`src/rtl/axi_mem_settings.svh`:
```
`ifndef AXI_MEM_SETTINGS_SVH
`define AXI_MEM_SETTINGS_SVH

// byte address width
`define AXI_MEM_ADDR_W 32

// data width, strobe is one bit per byte
`define AXI_MEM_DATA_W 64
`define AXI_MEM_STRB_W (`AXI_MEM_DATA_W / 8)

// 1024 words of 64 bits, index is addr[12:3]
`define AXI_MEM_DEPTH_LOG2 10

`endif

```
`src/rtl/axi_mem_pkg.sv`:
```
`default_nettype none

`include "axi_mem_settings.svh"

package axi_mem_pkg;

  // read or write address word
  typedef struct packed {
    logic [`AXI_MEM_ADDR_W-1:0] addr;
  } ax_req_t;

  // write data beat
  typedef struct packed {
    logic [`AXI_MEM_DATA_W-1:0] data;
    logic [`AXI_MEM_STRB_W-1:0] strb;
  } w_req_t;

  // AXI response encoding, only OKAY is ever driven
  typedef enum logic [1:0] {
    RESP_OKAY   = 2'b00,
    RESP_EXOKAY = 2'b01,
    RESP_SLVERR = 2'b10,
    RESP_DECERR = 2'b11
  } resp_e;

  // read data beat
  typedef struct packed {
    logic [`AXI_MEM_DATA_W-1:0] data;
    resp_e                      resp;
  } r_resp_t;

endpackage

`default_nettype wire

```
`src/rtl/axi_read_arbiter.sv`:
```
`timescale 1ns/100ps
`default_nettype none

module axi_read_arbiter (
  input  wire logic                 clk,
  input  wire logic                 rst,
  // master 0
  input  wire logic                 m0_ar_valid_i,
  output logic                      m0_ar_ready_o,
  input  wire axi_mem_pkg::ax_req_t m0_ar_req_i,
  output logic                      m0_r_valid_o,
  input  wire logic                 m0_r_ready_i,
  output axi_mem_pkg::r_resp_t      m0_r_resp_o,
  // master 1
  input  wire logic                 m1_ar_valid_i,
  output logic                      m1_ar_ready_o,
  input  wire axi_mem_pkg::ax_req_t m1_ar_req_i,
  output logic                      m1_r_valid_o,
  input  wire logic                 m1_r_ready_i,
  output axi_mem_pkg::r_resp_t      m1_r_resp_o,
  // slave side
  output logic                      s_ar_valid_o,
  input  wire logic                 s_ar_ready_i,
  output axi_mem_pkg::ax_req_t      s_ar_req_o,
  input  wire logic                 s_r_valid_i,
  output logic                      s_r_ready_o,
  input  wire axi_mem_pkg::r_resp_t s_r_resp_i
);

  logic busy_q;
  logic owner_q;
  logic prio_q;
  logic pick;
  logic grant;

  // prio_q marks which master wins a tie
  assign pick  = (m0_ar_valid_i & m1_ar_valid_i) ? prio_q : m1_ar_valid_i;
  assign grant = ~busy_q & s_ar_ready_i;

  assign s_ar_valid_o  = ~busy_q & (m0_ar_valid_i | m1_ar_valid_i);
  assign s_ar_req_o    = pick ? m1_ar_req_i : m0_ar_req_i;
  // only the master that loses to the other sees ready low
  assign m0_ar_ready_o = grant & ~pick;
  assign m1_ar_ready_o = grant & (pick | ~m0_ar_valid_i);

  // data goes back to the owner only
  assign m0_r_valid_o = s_r_valid_i & busy_q & ~owner_q;
  assign m1_r_valid_o = s_r_valid_i & busy_q & owner_q;
  assign m0_r_resp_o  = s_r_resp_i;
  assign m1_r_resp_o  = s_r_resp_i;
  assign s_r_ready_o  = busy_q & (owner_q ? m1_r_ready_i : m0_r_ready_i);

  // lock from ar transfer until r transfer
  always_ff @(posedge clk) begin
    if (rst) begin
      busy_q  <= 1'b0;
      owner_q <= 1'b0;
      prio_q  <= 1'b0;
    end else if (s_ar_valid_o & s_ar_ready_i & ~busy_q) begin
      busy_q  <= 1'b1;
      owner_q <= pick;
    end else if (s_r_valid_i & s_r_ready_o) begin
      busy_q <= 1'b0;
      // other master first next time
      prio_q <= ~owner_q;
    end
  end

endmodule

`default_nettype wire

```
`config.mk`:
```
export PLATFORM = sky130hd
export DESIGN_NAME = axi_read_arbiter
export DESIGN_NICKNAME = d
export VERILOG_FILES = /design/src/rtl/axi_mem_pkg.sv /design/src/rtl/axi_read_arbiter.sv
export VERILOG_INCLUDE_DIRS = /design/src /design/src/rtl
export SDC_FILE = /design/constraint.sdc
export NUM_CORES = 1
export LEC_CHECK = 0
export ABC_CLOCK_PERIOD_IN_PS = 2000
export BUFFER_PORTS_ARGS = -buffer_cell sky130_fd_sc_hd__buf_2
export CAP_MARGIN = 25
export CORE_AREA = 3 3 117 119
export DETAILED_ROUTE_END_ITERATION = 12
export DIE_AREA = 0 0 120 122
export HOLD_SLACK_MARGIN = 0.12
export PLACE_DENSITY = 0.56
export REMOVE_ABC_BUFFERS = 1
export SLEW_MARGIN = 20
export SYNTH_ARGS = -nofsm -noshare
export SYNTH_HDL_FRONTEND = slang
export SYNTH_SLANG_ARGS = --single-unit
```
`constraint.sdc`:
```
create_clock -name clk -period 2 [get_ports clk]
set_input_delay 0.3 -clock clk [delete_from_list [all_inputs] [get_ports clk]]
set_output_delay 0.3 -clock clk [all_outputs]
set_load 0.005 [all_outputs]
```
== After elaboration in Yosys (flattened, before gate mapping) ==
Cells that the tools add are included.
Operators by class
  bitwise gates (word level): 19
  reduce and logical (&&, ||, !) cells: 2
  muxes and demuxes: 5
Operators with widths (number)
  $mux W32: 1
  $and A1 B1 Y1: 12
  $not A1 Y1: 5
  $mux W1: 4
  $or A1 B1 Y1: 2
  $reduce_and A2 Y1: 1
  $reduce_bool A2 Y1: 1
Word-level totals
  output and inout bits: 170
  bits of input ports: 138
  logic and storage cells: 29
  register bits: 3

== Longest topological paths before layout ==
  word-level depth: 6
  gate-level depth with buffers: 4

== Least setup slack after synthesis ==
No wires, ideal clock.
  kind: reg2out
  start point: register prio_q
  end point: output port s_ar_req_o[24] (netlist name)
  required time: 1.700 ns
  slack: 0.570 ns
  arrival: 1.130 ns
  cell stages (with the launch flop): 4
  cell sequence: dfxtp_1 o21ai_4 buf_8 mux2_4
RTL lines
  from (decl): RTL line axi_read_arbiter.sv:32  | logic prio_q;
  from (signal assigned): RTL line axi_read_arbiter.sv:65  | prio_q <= ~owner_q;
  to (decl): RTL line axi_read_arbiter.sv:24  | output axi_mem_pkg::ax_req_t s_ar_req_o,

==> results_dict.tcl <==
set metrics [dict create \
    avgRoutedWirePerCell_microns 43.8 \
    drive_gt1_share_pct 86.0 \
    wl_met3_microns 4370 \
    yosysMostFrequentCell "buf_4" \
    r2r-start "prio_q$_SDFFE_PP0P_" \
    status "completed" \
    dp_hpwl_microns 13900 \
    grt_pass1_wl_microns 17100 \
    yosysTopAreaCellShare_pct 58.2 \
    wl_met2_microns 7390 \
    post-route-drc-count 0 \
    grt_usage_pct 18.9 \
    n_antenna_cell 0 \
    nets 311 \
    cts.sinks 3 \
    setup_tns_ps 0 \
    ios 308 \
    grt_max_degree 24 \
    crit_type "reg2out" \
    cp-startpoint "prio_q$_SDFFE_PP0P_" \
    async_flop_share_pct 0 \
    power.density_nw_per_um2 470 \
    maxCapViolCount 0 \
    dpl_cell_area_sq_um 1450 \
    area_growth_pct -10.5 \
    postCtsSetupBuffers 0 \
    end_kind "output port" \
    finalHoldViolCount 0 \
    final_area_sq_um 1520 \
    die_h_microns 122 \
    netlist_instances 192 \
    fill_cells 1481 \
    tightest_slew_ps 213 \
    seq_area_frac_synth_pct 3.53 \
    slew_headroom_pct 85.4 \
    grt_overflow 0 \
    critPathLaunchType "flop" \
    synth_seq_cells 3 \
    start_util_pct 13.4 \
    slew_violations 0 \
    synth.area.top_cells "buf_4 (58%), mux2_4 (24%), dfxtp_1 (3.5%)" \
    yosys.area.top_type "buf_4" \
    setup_viol 0 \
    yosys.cell_types.count 22 \
    num_rows 41 \
    initialDrtViolationCount 69 \
    synth_edf_count 0 \
    gp_congestion 0.782 \
    ys.warnings.count 0 \
    num_vias 1224 \
    drt-met1-wl_microns 2920 \
    firstDrtPassIters 4 \
    die_w_microns 120 \
    die_area_sq_um 14600 \
    hold_buffers 0 \
    rsz0062_at_grt "false" \
    whs_ps 280 \
    skew_ps 1.14 \
    h-tree-depth 1 \
    cts_tree "yes" \
    hp-class "in2reg" \
    clkLatencyLatePin_ps 220 \
    core_area_sq_um 12700 \
    numCtsBuffers 3 \
    via_per_inst 3.56 \
    postSynthAreaPerCell_sq_um 8.87 \
    clock_path_buffers 2 \
    antenna_found_initial 1 \
    leakage_nw 0.822 \
    synth_top_flop_cell "dfxtp_1" \
    cts_resized 0 \
    cp_max_fo 12 \
    synth_common_cells "buf_4 (132), mux2_4 (27), mux2_2 (5), nor2_1 (5)" \
    ant_nets 0 \
    worstPathArrival_ps 1460 \
    drt_wl_total_microns 15100 \
    clk_pin_slew_ps 30 \
    highest_layer "met5" \
    period_share_pct 87.9 \
    crit_required_ps 1700 \
    syn-cell-area_sq_um 1700 \
    grt_pass1_vias 1111 \
    min_from "rst" \
    root_buffer "clkbuf_16" \
    ir_drop_uv 176 \
    portBuffers 109 \
    fin_crit_ps 1760 \
    clock.fmax_mhz 569 \
]
-- critical path, stage by stage (launching register included) --
cell and delay (ps):
dfxtp_1 340, o21ai_4 190, buf_4 260, mux2_4 320
buf_2 120
-- layer usage --
layer  up-vias  track usage [%]
li1        447                -
met1       520             10.7
met2       239             32.2
met3        14             27.1
met4         4             4.01
met5         -             1.74
-- area by class of cell --
class / count / area, sq um / area share (%)
multi-input cells: 53 / 593 / 38.9
repair buffers: 111 / 573 / 37.6
well taps: 172 / 215 / 14.1
clock buffers: 4 / 78.8 / 5.17
flip-flops and latches: 3 / 60.1 / 3.94
inverters: 1 / 3.75 / 0.246
-- worst paths after layout --
path,cells after the start,endpoint,slack (ps)
worst max register to register,3,owner_q$_SDFFE_PP0P_,1000
worst min register to register,2,busy_q$_SDFFE_PP0P_,590
worst max-delay path,4,s_ar_req_o[20],240
worst min-delay path,2,prio_q$_SDFFE_PP0P_,280
-- sequential cells by signal (all words and copies together), names as in the netlist --
name / flops
owner_q: 1
prio_q: 1
busy_q: 1
-- power breakdown --
part	internal [mW]	switching, mW
logic	0.204	0.120
registers	0.0661	0.00837
clock network	0.263	0.0547
-- cell usage in the layout, fill, tap and decap left out, types with 3 or more instances in the layout --
master / Yosys / layout
nor2_1: 5 / 5
clkbuf_16: 0 / 3
buf_2: 0 / 109
nor2b_1: 3 / 3
mux2_4: 27 / 27
dfxtp_1: 3 / 3
mux2_2: 5 / 5
-- cell families (layout without fill, tap and decap cells) --
kind of cell	Yosys count	count (layout)	synth area share (%)
buffers and inverters	136	116	61.6
DFF	3	3	3.53
AOI/OAI and AO/OA	8	8	3.67
and+or+nand+nor	12	12	3.45
muxes	33	33	27.7
-- metrics by stage --
step / util, % / setup WS, ps / power (mW) / std cells
2_1_floorplan: - / 66.9 / 0.236 / 57
3_3_place_gp: 11.4 / 391 / 0.396 / 340
3_5_place_dp: 11.4 / 364 / 0.401 / 340
4_1_cts: 12.0 / 229 / 0.725 / 344
5_1_grt: 12.0 / 182 / 0.752 / 344
6_report: 12.0 / 241 / 0.716 / 344
Power figures use the tool's default switching activity.
