--- config.mk ---
export PLATFORM = sky130hd
export DESIGN_NAME = axi_mem_slave
export DESIGN_NICKNAME = d
export VERILOG_FILES = /design/src/rtl/axi_mem_pkg.sv /design/src/rtl/axi_mem_slave.sv
export VERILOG_INCLUDE_DIRS = /design/src /design/src/rtl
export SDC_FILE = /design/constraint.sdc
export NUM_CORES = 1
export LEC_CHECK = 0
export ABC_AREA = 1
export BUFFER_PORTS_ARGS = -buffer_cell sky130_fd_sc_hd__buf_4
export CAP_MARGIN = 0
export CORE_AREA = 2 2 147 149
export CTS_CLUSTER_DIAMETER = 120
export DETAILED_ROUTE_END_ITERATION = 6
export DIE_AREA = 0 0 149 151
export PLACE_DENSITY = 0.55
export SETUP_SLACK_MARGIN = 0.4
export SYNTH_ARGS = -nofsm -noshare
export SYNTH_HDL_FRONTEND = slang
export SYNTH_SLANG_ARGS = --single-unit
--- constraint.sdc ---
create_clock -name clk -period 3.1 [get_ports clk]
set_input_delay 0.31 -clock clk [delete_from_list [all_inputs] [get_ports clk]]
set_output_delay 0.31 -clock clk [all_outputs]
set_load 0.005 [all_outputs]
--- src/rtl/axi_mem_settings.svh ---
`ifndef AXI_MEM_SETTINGS_SVH
`define AXI_MEM_SETTINGS_SVH

// byte address width
`define AXI_MEM_ADDR_W 32

// data width, strobe is one bit per byte
`define AXI_MEM_DATA_W 64
`define AXI_MEM_STRB_W (`AXI_MEM_DATA_W / 8)

// 1024 words of 64 bits, index is addr[12:3]
`define AXI_MEM_DEPTH_LOG2 10

`endif

--- src/rtl/axi_mem_pkg.sv ---
`default_nettype none

`include "axi_mem_settings.svh"

package axi_mem_pkg;

  // read or write address word
  typedef struct packed {
    logic [`AXI_MEM_ADDR_W-1:0] addr;
  } ax_req_t;

  // write data beat
  typedef struct packed {
    logic [`AXI_MEM_DATA_W-1:0] data;
    logic [`AXI_MEM_STRB_W-1:0] strb;
  } w_req_t;

  // AXI response encoding, only OKAY is ever driven
  typedef enum logic [1:0] {
    RESP_OKAY   = 2'b00,
    RESP_EXOKAY = 2'b01,
    RESP_SLVERR = 2'b10,
    RESP_DECERR = 2'b11
  } resp_e;

  // read data beat
  typedef struct packed {
    logic [`AXI_MEM_DATA_W-1:0] data;
    resp_e                      resp;
  } r_resp_t;

endpackage

`default_nettype wire

--- src/rtl/axi_mem_slave.sv ---
`timescale 1ns/100ps
`default_nettype none

`include "axi_mem_settings.svh"

module axi_mem_slave (
  input  wire logic                           clk,
  input  wire logic                           rst,
  // write address
  input  wire logic                           aw_valid_i,
  output logic                                aw_ready_o,
  input  wire axi_mem_pkg::ax_req_t           aw_req_i,
  // write data
  input  wire logic                           w_valid_i,
  output logic                                w_ready_o,
  input  wire axi_mem_pkg::w_req_t            w_req_i,
  // write response
  output logic                                b_valid_o,
  input  wire logic                           b_ready_i,
  output axi_mem_pkg::resp_e                  b_resp_o,
  // read address
  input  wire logic                           ar_valid_i,
  output logic                                ar_ready_o,
  input  wire axi_mem_pkg::ax_req_t           ar_req_i,
  // read data
  output logic                                r_valid_o,
  input  wire logic                           r_ready_i,
  output axi_mem_pkg::r_resp_t                r_resp_o,
  // array side
  output logic                                mem_rd_en_o,
  output logic      [`AXI_MEM_DEPTH_LOG2-1:0] mem_rd_idx_o,
  input  wire logic [`AXI_MEM_DATA_W-1:0]     mem_rd_data_i,
  output logic                                mem_wr_en_o,
  output logic      [`AXI_MEM_DEPTH_LOG2-1:0] mem_wr_idx_o,
  output logic      [`AXI_MEM_DATA_W-1:0]     mem_wr_data_o,
  output logic      [`AXI_MEM_STRB_W-1:0]     mem_wr_strb_o
);

  localparam int IDX_W  = `AXI_MEM_DEPTH_LOG2;
  // byte offset bits dropped by the 8-byte alignment
  localparam int OFFS_W = $clog2(`AXI_MEM_STRB_W);

  typedef enum logic [1:0] {
    W_IDLE,
    W_DATA,
    W_RESP
  } w_state_e;

  typedef enum logic [1:0] {
    R_IDLE,
    R_WAIT,
    R_RESP
  } r_state_e;

  w_state_e                   w_state_q;
  r_state_e                   r_state_q;
  logic [IDX_W-1:0]           wr_idx_q;
  axi_mem_pkg::w_req_t        w_req_q;
  logic [`AXI_MEM_DATA_W-1:0] r_data_q;

  logic aw_fire;
  logic w_fire;
  logic b_fire;
  logic ar_fire;
  logic r_fire;

  // handshakes straight from the state
  assign aw_ready_o = (w_state_q == W_IDLE);
  assign w_ready_o  = (w_state_q == W_DATA);
  assign b_valid_o  = (w_state_q == W_RESP);
  assign ar_ready_o = (r_state_q == R_IDLE);
  assign r_valid_o  = (r_state_q == R_RESP);

  assign aw_fire = aw_valid_i & aw_ready_o;
  assign w_fire  = w_valid_i & w_ready_o;
  assign b_fire  = b_valid_o & b_ready_i;
  assign ar_fire = ar_valid_i & ar_ready_o;
  assign r_fire  = r_valid_o & r_ready_i;

  // write machine
  always_ff @(posedge clk) begin
    if (rst) begin
      w_state_q <= W_IDLE;
    end else begin
      case (w_state_q)
        W_IDLE: if (aw_fire) w_state_q <= W_DATA;
        W_DATA: if (w_fire) w_state_q <= W_RESP;
        W_RESP: if (b_fire) w_state_q <= W_IDLE;
        default: w_state_q <= W_IDLE;
      endcase
    end
  end

  always_ff @(posedge clk) begin
    if (aw_fire) begin
      wr_idx_q <= aw_req_i.addr[OFFS_W +: IDX_W];
    end
    if (w_fire) begin
      w_req_q <= w_req_i;
    end
  end

  // commit happens on the b handshake
  assign mem_wr_en_o   = b_fire;
  assign mem_wr_idx_o  = wr_idx_q;
  assign mem_wr_data_o = w_req_q.data;
  assign mem_wr_strb_o = w_req_q.strb;
  assign b_resp_o      = axi_mem_pkg::RESP_OKAY;

  // read machine
  always_ff @(posedge clk) begin
    if (rst) begin
      r_state_q <= R_IDLE;
    end else begin
      case (r_state_q)
        R_IDLE: if (ar_fire) r_state_q <= R_WAIT;
        R_WAIT: r_state_q <= R_RESP;
        R_RESP: if (r_fire) r_state_q <= R_IDLE;
        default: r_state_q <= R_IDLE;
      endcase
    end
  end

  // array read issued as the address is accepted
  assign mem_rd_en_o  = ar_fire;
  assign mem_rd_idx_o = ar_req_i.addr[OFFS_W +: IDX_W];

  // word from the array lands during wait, held until accepted
  always_ff @(posedge clk) begin
    if (r_state_q == R_WAIT) begin
      r_data_q <= mem_rd_data_i;
    end
  end

  assign r_resp_o.data = r_data_q;
  assign r_resp_o.resp = axi_mem_pkg::RESP_OKAY;

endmodule

`default_nettype wire

## After elaboration in Yosys (flattened, before gate mapping)

Index checks and enable logic that the tools add are counted.
Widths: inputs -> output; s select.

| storage, ports and cells | value |
|---|---|
| register bits | 150 |
| bits of input ports | 207 |
| logic and storage cells | 31 |

| operators by class | value |
|---|---|
| bitwise gates (word level) | 5 |
| mux-type cells | 7 |
| reductions and logical operators | 4 |
| eq/ne operators | 9 |

Operators with widths:

| kind | number |
|---|---|
| $pmux 2 s3 | 2 |
| $mux 2 | 5 |
| $ne 2x1->1 const B | 5 |
| $and 1x1->1 | 5 |
| $eq 2x1->1 const B | 2 |
| $eq 2x2->1 const B | 2 |
| $logic_not 2->1 | 2 |
| $reduce_and 3->1 | 1 |
| $reduce_and 2->1 | 1 |

## Longest topological paths before layout

| logic depth | value |
|---|---|
| depth after elaboration | 4 |
| depth in mapped cells | 3 |
| depth with buffers taken out | 3 |

## Worst setup path before layout

Ideal clock, no wire load.

| path | value |
|---|---|
| kind | reg-to-reg |
| start point | reg w_state_q[0] |
| end point | reg w_req_q, in the netlist mem_wr_data_o[0], enable pin |
| setup slack | 745 ps |
| cell stages (with the launch flop) | 3 |
| arrival time | 1,930 ps |
| data required time | 2,674 ps |
| buffers on the path | 0 |
| path through | dfxtp_1 -> nand3_1 -> inv_1 |

| on the way | value |
|---|---|
| word-level cells in the longest chain between the ends | 2 |

RTL lines:

| what | RTL line | text |
|---|---|---|
| start: declaration | axi_mem_slave.sv:55 | `w_state_e w_state_q;` |
| start signal: assignment | axi_mem_slave.sv:83 | `w_state_q <= W_IDLE;` |
| start signal: assignment | axi_mem_slave.sv:86 | `W_IDLE: if (aw_fire) w_state_q <= W_DATA;` |
| start signal: assignment | axi_mem_slave.sv:87 | `W_DATA: if (w_fire) w_state_q <= W_RESP;` |
| $eq 2x1->1 | axi_mem_slave.sv:69 | `assign w_ready_o = (w_state_q == W_DATA);` |
| $and 1x1->1 | axi_mem_slave.sv:75 | `assign w_fire = w_valid_i & w_ready_o;` |
| via w_fire | axi_mem_slave.sv:62 | `logic w_fire;` |
| end signal: assignment | axi_mem_slave.sv:99 | `w_req_q <= w_req_i;` |
| end: declaration | axi_mem_slave.sv:58 | `axi_mem_pkg::w_req_t w_req_q;` |

The timed path passes the listed nets, and every way through them passes these cells.
A chain may end at the register's enable or synchronous reset.

## Worst setup path after layout

| path | value |
|---|---|
| start point | reg w_state_q[1] |
| end point | reg w_req_q, in the netlist mem_wr_data_o[38], enable pin |

Same word-level chain as after synthesis.

==> results.py <==
metrics = {
    "clock_network": {
        "cts_root_buf": "clkbuf_16",
        "cts_resized": 0,
        "cts_setup_buffers": 0,
        "cts.path.max_buffers": 2,
        "clk_latency_ns": 0.41,
        "numCtsBuffers": 17,
        "cts_tree": "done",
        "ctsHoldBuffers": 0,
        "clk_pin_slew_worst_paths_ns": 0.07,
        "cts_num_sinks": 150,
        "cts_max_level": 4,
    },
    "floorplanning": {
        "io_pins": 374,
        "die_x_microns": 149,
        "dieArea_sq_um": 22500,
        "placementRows": 53,
        "start_util_pct": 22.6,
        "die_height_microns": 151,
        "fp.coreArea_sq_um": 20800,
    },
    "sta": {
        "rsz0062_at_grt": "no",
        "tightestPinTransition_ns": 0.676,
        "maxSlewViolCount": 0,
        "setup_slack_ns": 1.40,
        "period_share_pct": 54.9,
        "report.final.hold_viol_count": 0,
        "setup_viol": 0,
        "layout_min_cycle_time_ns": 1.70,
        "fin_worst_skew_ns": 0.00576,
        "max_freq_mhz": 587,
        "final.setup.tns_ns": 0,
        "slew_headroom_pct": 54.9,
    },
    "yosys": {
        "synth_edf_count": 146,
        "synth_cell_types": 14,
        "syn_area_sq_um": 4700,
        "avgSynthCellArea_sq_um": 24.5,
        "synth_area_leader_cell": "edfxtp_1",
        "ys_seq_area_share_pct": 94.9,
        "postSynthRegisterBits": 150,
        "synthArstFlopShare_pct": 0,
        "synthesis.instances": 192,
        "synth_top_area_share_pct": 93.2,
        "synthTopCellsByCount": "edfxtp_1, buf_4, inv_1",
        "synth_most_common_cell": "edfxtp_1",
        "synth_ff_type": "edfxtp_1",
        "ys_top_cells_by_area": "edfxtp_1, buf_4, dfxtp_1",
        "yosys_warnings": 0,
    },
    "routing": {
        "dr_wl_met2_microns": 6020,
        "drt_iter0_markers": 79,
        "drt_pre_antenna_iters": 4,
        "num_vias": 2948,
        "final_antenna_net_count": 0,
        "wl_met3_microns": 1660,
        "drt-total-wl_microns": 12400,
        "met1_length_microns": 4580,
        "via_per_inst": 3.70,
        "drc": 0,
        "top_layer": "met4",
        "wl_per_cell_microns": 15.6,
    },
    "cells_and_area": {
        "num-fill-cells": 1977,
        "area_delta_synth_final_pct": 67.1,
        "drive_gt1_share_pct": 66.0,
        "finish.utilization_pct": 37.7,
        "n_antenna_cell": 0,
        "nets": 715,
    },
    "setup_path": {
        "timing.critical_path.cells": "inv_1, nand3_1, inv_2, buf_12",
        "cp_top_family": "buffers and inverters",
        "critPathArrivalTime_ns": 1.79,
        "crit_buf_inv": 3,
        "crit_path_end_kind": "flop",
        "slowest_stage": "inv_2",
        "cpPeakStageDelay_ns": 0.40,
        "critPathKind": "flop to flop",
        "crit_required_ns": 3.19,
        "path_max_fanout": 54,
        "start_kind": "flop",
    },
    "outcome": {
        "status": "completed",
    },
    "grt": {
        "grt-ovfl-total": 0,
        "grt_max_degree": 55,
        "track_usage_pct": 10.4,
        "grt_pass1_wl_microns": 16900,
        "grt_pass1_vias": 2972,
        "antenna_found_initial": 0,
    },
    "pwr": {
        "vdd_drop_max_mv": 0.341,
        "p_leak_nw": 3.24,
        "powerDensity_nw_per_um2": 602,
    },
    "placed_design": {
        "io_buffers": 305,
        "gp_congestion": 0.734,
        "place_ws_ns": 1.38,
        "post-dp-hpwl_microns": 9690,
    },
    "hold_path": {
        "hold_path_class": "input port to flop",
    },
    "job": {
        "cap_violations": 0,
    },
}
==> per-layer routing <==
metal,up-vias,global-route usage [%]
met3,15,6.54
met5,-,0
li1,1358,-
met4,0,3.90
met2,216,16.5
met1,1359,11.3
==> final cells by class <==
cell class / count / area [sq um] / area share [%]
repair buffers: 308 / 2320 / 29.6
inverters: 10 / 37.5 / 0.478
clock buffers: 17 / 425 / 5.41
well taps: 275 / 344 / 4.38
clock inverters: 15 / 155 / 1.97
flip-flops and latches: 150 / 4460 / 56.8
multi-input cells: 21 / 106 / 1.35
==> worst reg2reg max path, delay by kind of cell (launching register included) <==
kind          cells  cell delay (ns)
buf+inv           3             0.87
flops             1             0.33
simple gates      1             0.12
==> flip-flops by register name, summed over array words and instances, names as in the netlist <==
name and count:
r_state_q 2, mem_wr_strb_o 8, w_state_q 2, mem_wr_data_o 64
r_data_q 64, mem_wr_idx_o 10
==> power by group <==
part | switching (mW) | internal [mW] | leakage (nW)
Combinational | 0.128 | 0.220 | 1.58
Clock | 0.884 | 1.14 | 0.281
Sequential | 0.0250 | 2.33 | 1.38
Total | 1.04 | 3.69 | 3.24
==> stage by stage <==
stage / total power [mW] / hold slack [ns] / instances / area (sq um)
after floorplan: 2.47 / 0.372 / 195 / 4710
after global placement: 2.75 / 0.474 / 764 / 7280
after detailed placement: 2.75 / 0.469 / 764 / 7280
after CTS: 4.81 / 0.0348 / 796 / 7860
after global routing: 4.93 / 0.0291 / 796 / 7860
final: 4.73 / 0.0636 / 796 / 7860
==> path summary, 6_finish.rpt <==
check | start | end | depth (start not counted) | slack [ns]
setup / recovery | w_state_q[1] | mem_wr_data_o[38] | 4 | 1.40
hold / removal | mem_rd_data_i[49] | r_data_q[49] | 1 | 0.06
setup reg to reg | w_state_q[1] | mem_wr_data_o[38] | 4 | 1.40
hold reg to reg | r_state_q[1] | r_state_q[1] | 2 | 0.48
==> cell families after synthesis <==
group / Yosys count / share of synthesized area, %
compound gates: 3 / 0.399
flops: 150 / 94.9
simple gates: 14 / 1.54
buf+inv: 24 / 3.03
other cells: 1 / 0.0798
==> cell usage in the layout (no fill, tap or decap), drive strengths merged <==
cell type  instances
nand3b             3
buf              308
nand2              4
nor3               2
conb               4
inv               21
clkinv             1
nor2               4
dfxtp              4
edfxtp           146
bufinv             1
a21oi              3
clkbuf            17
nand3              1
clkinvlp           2
No activity file was read; power rests on OpenSTA's default activity.
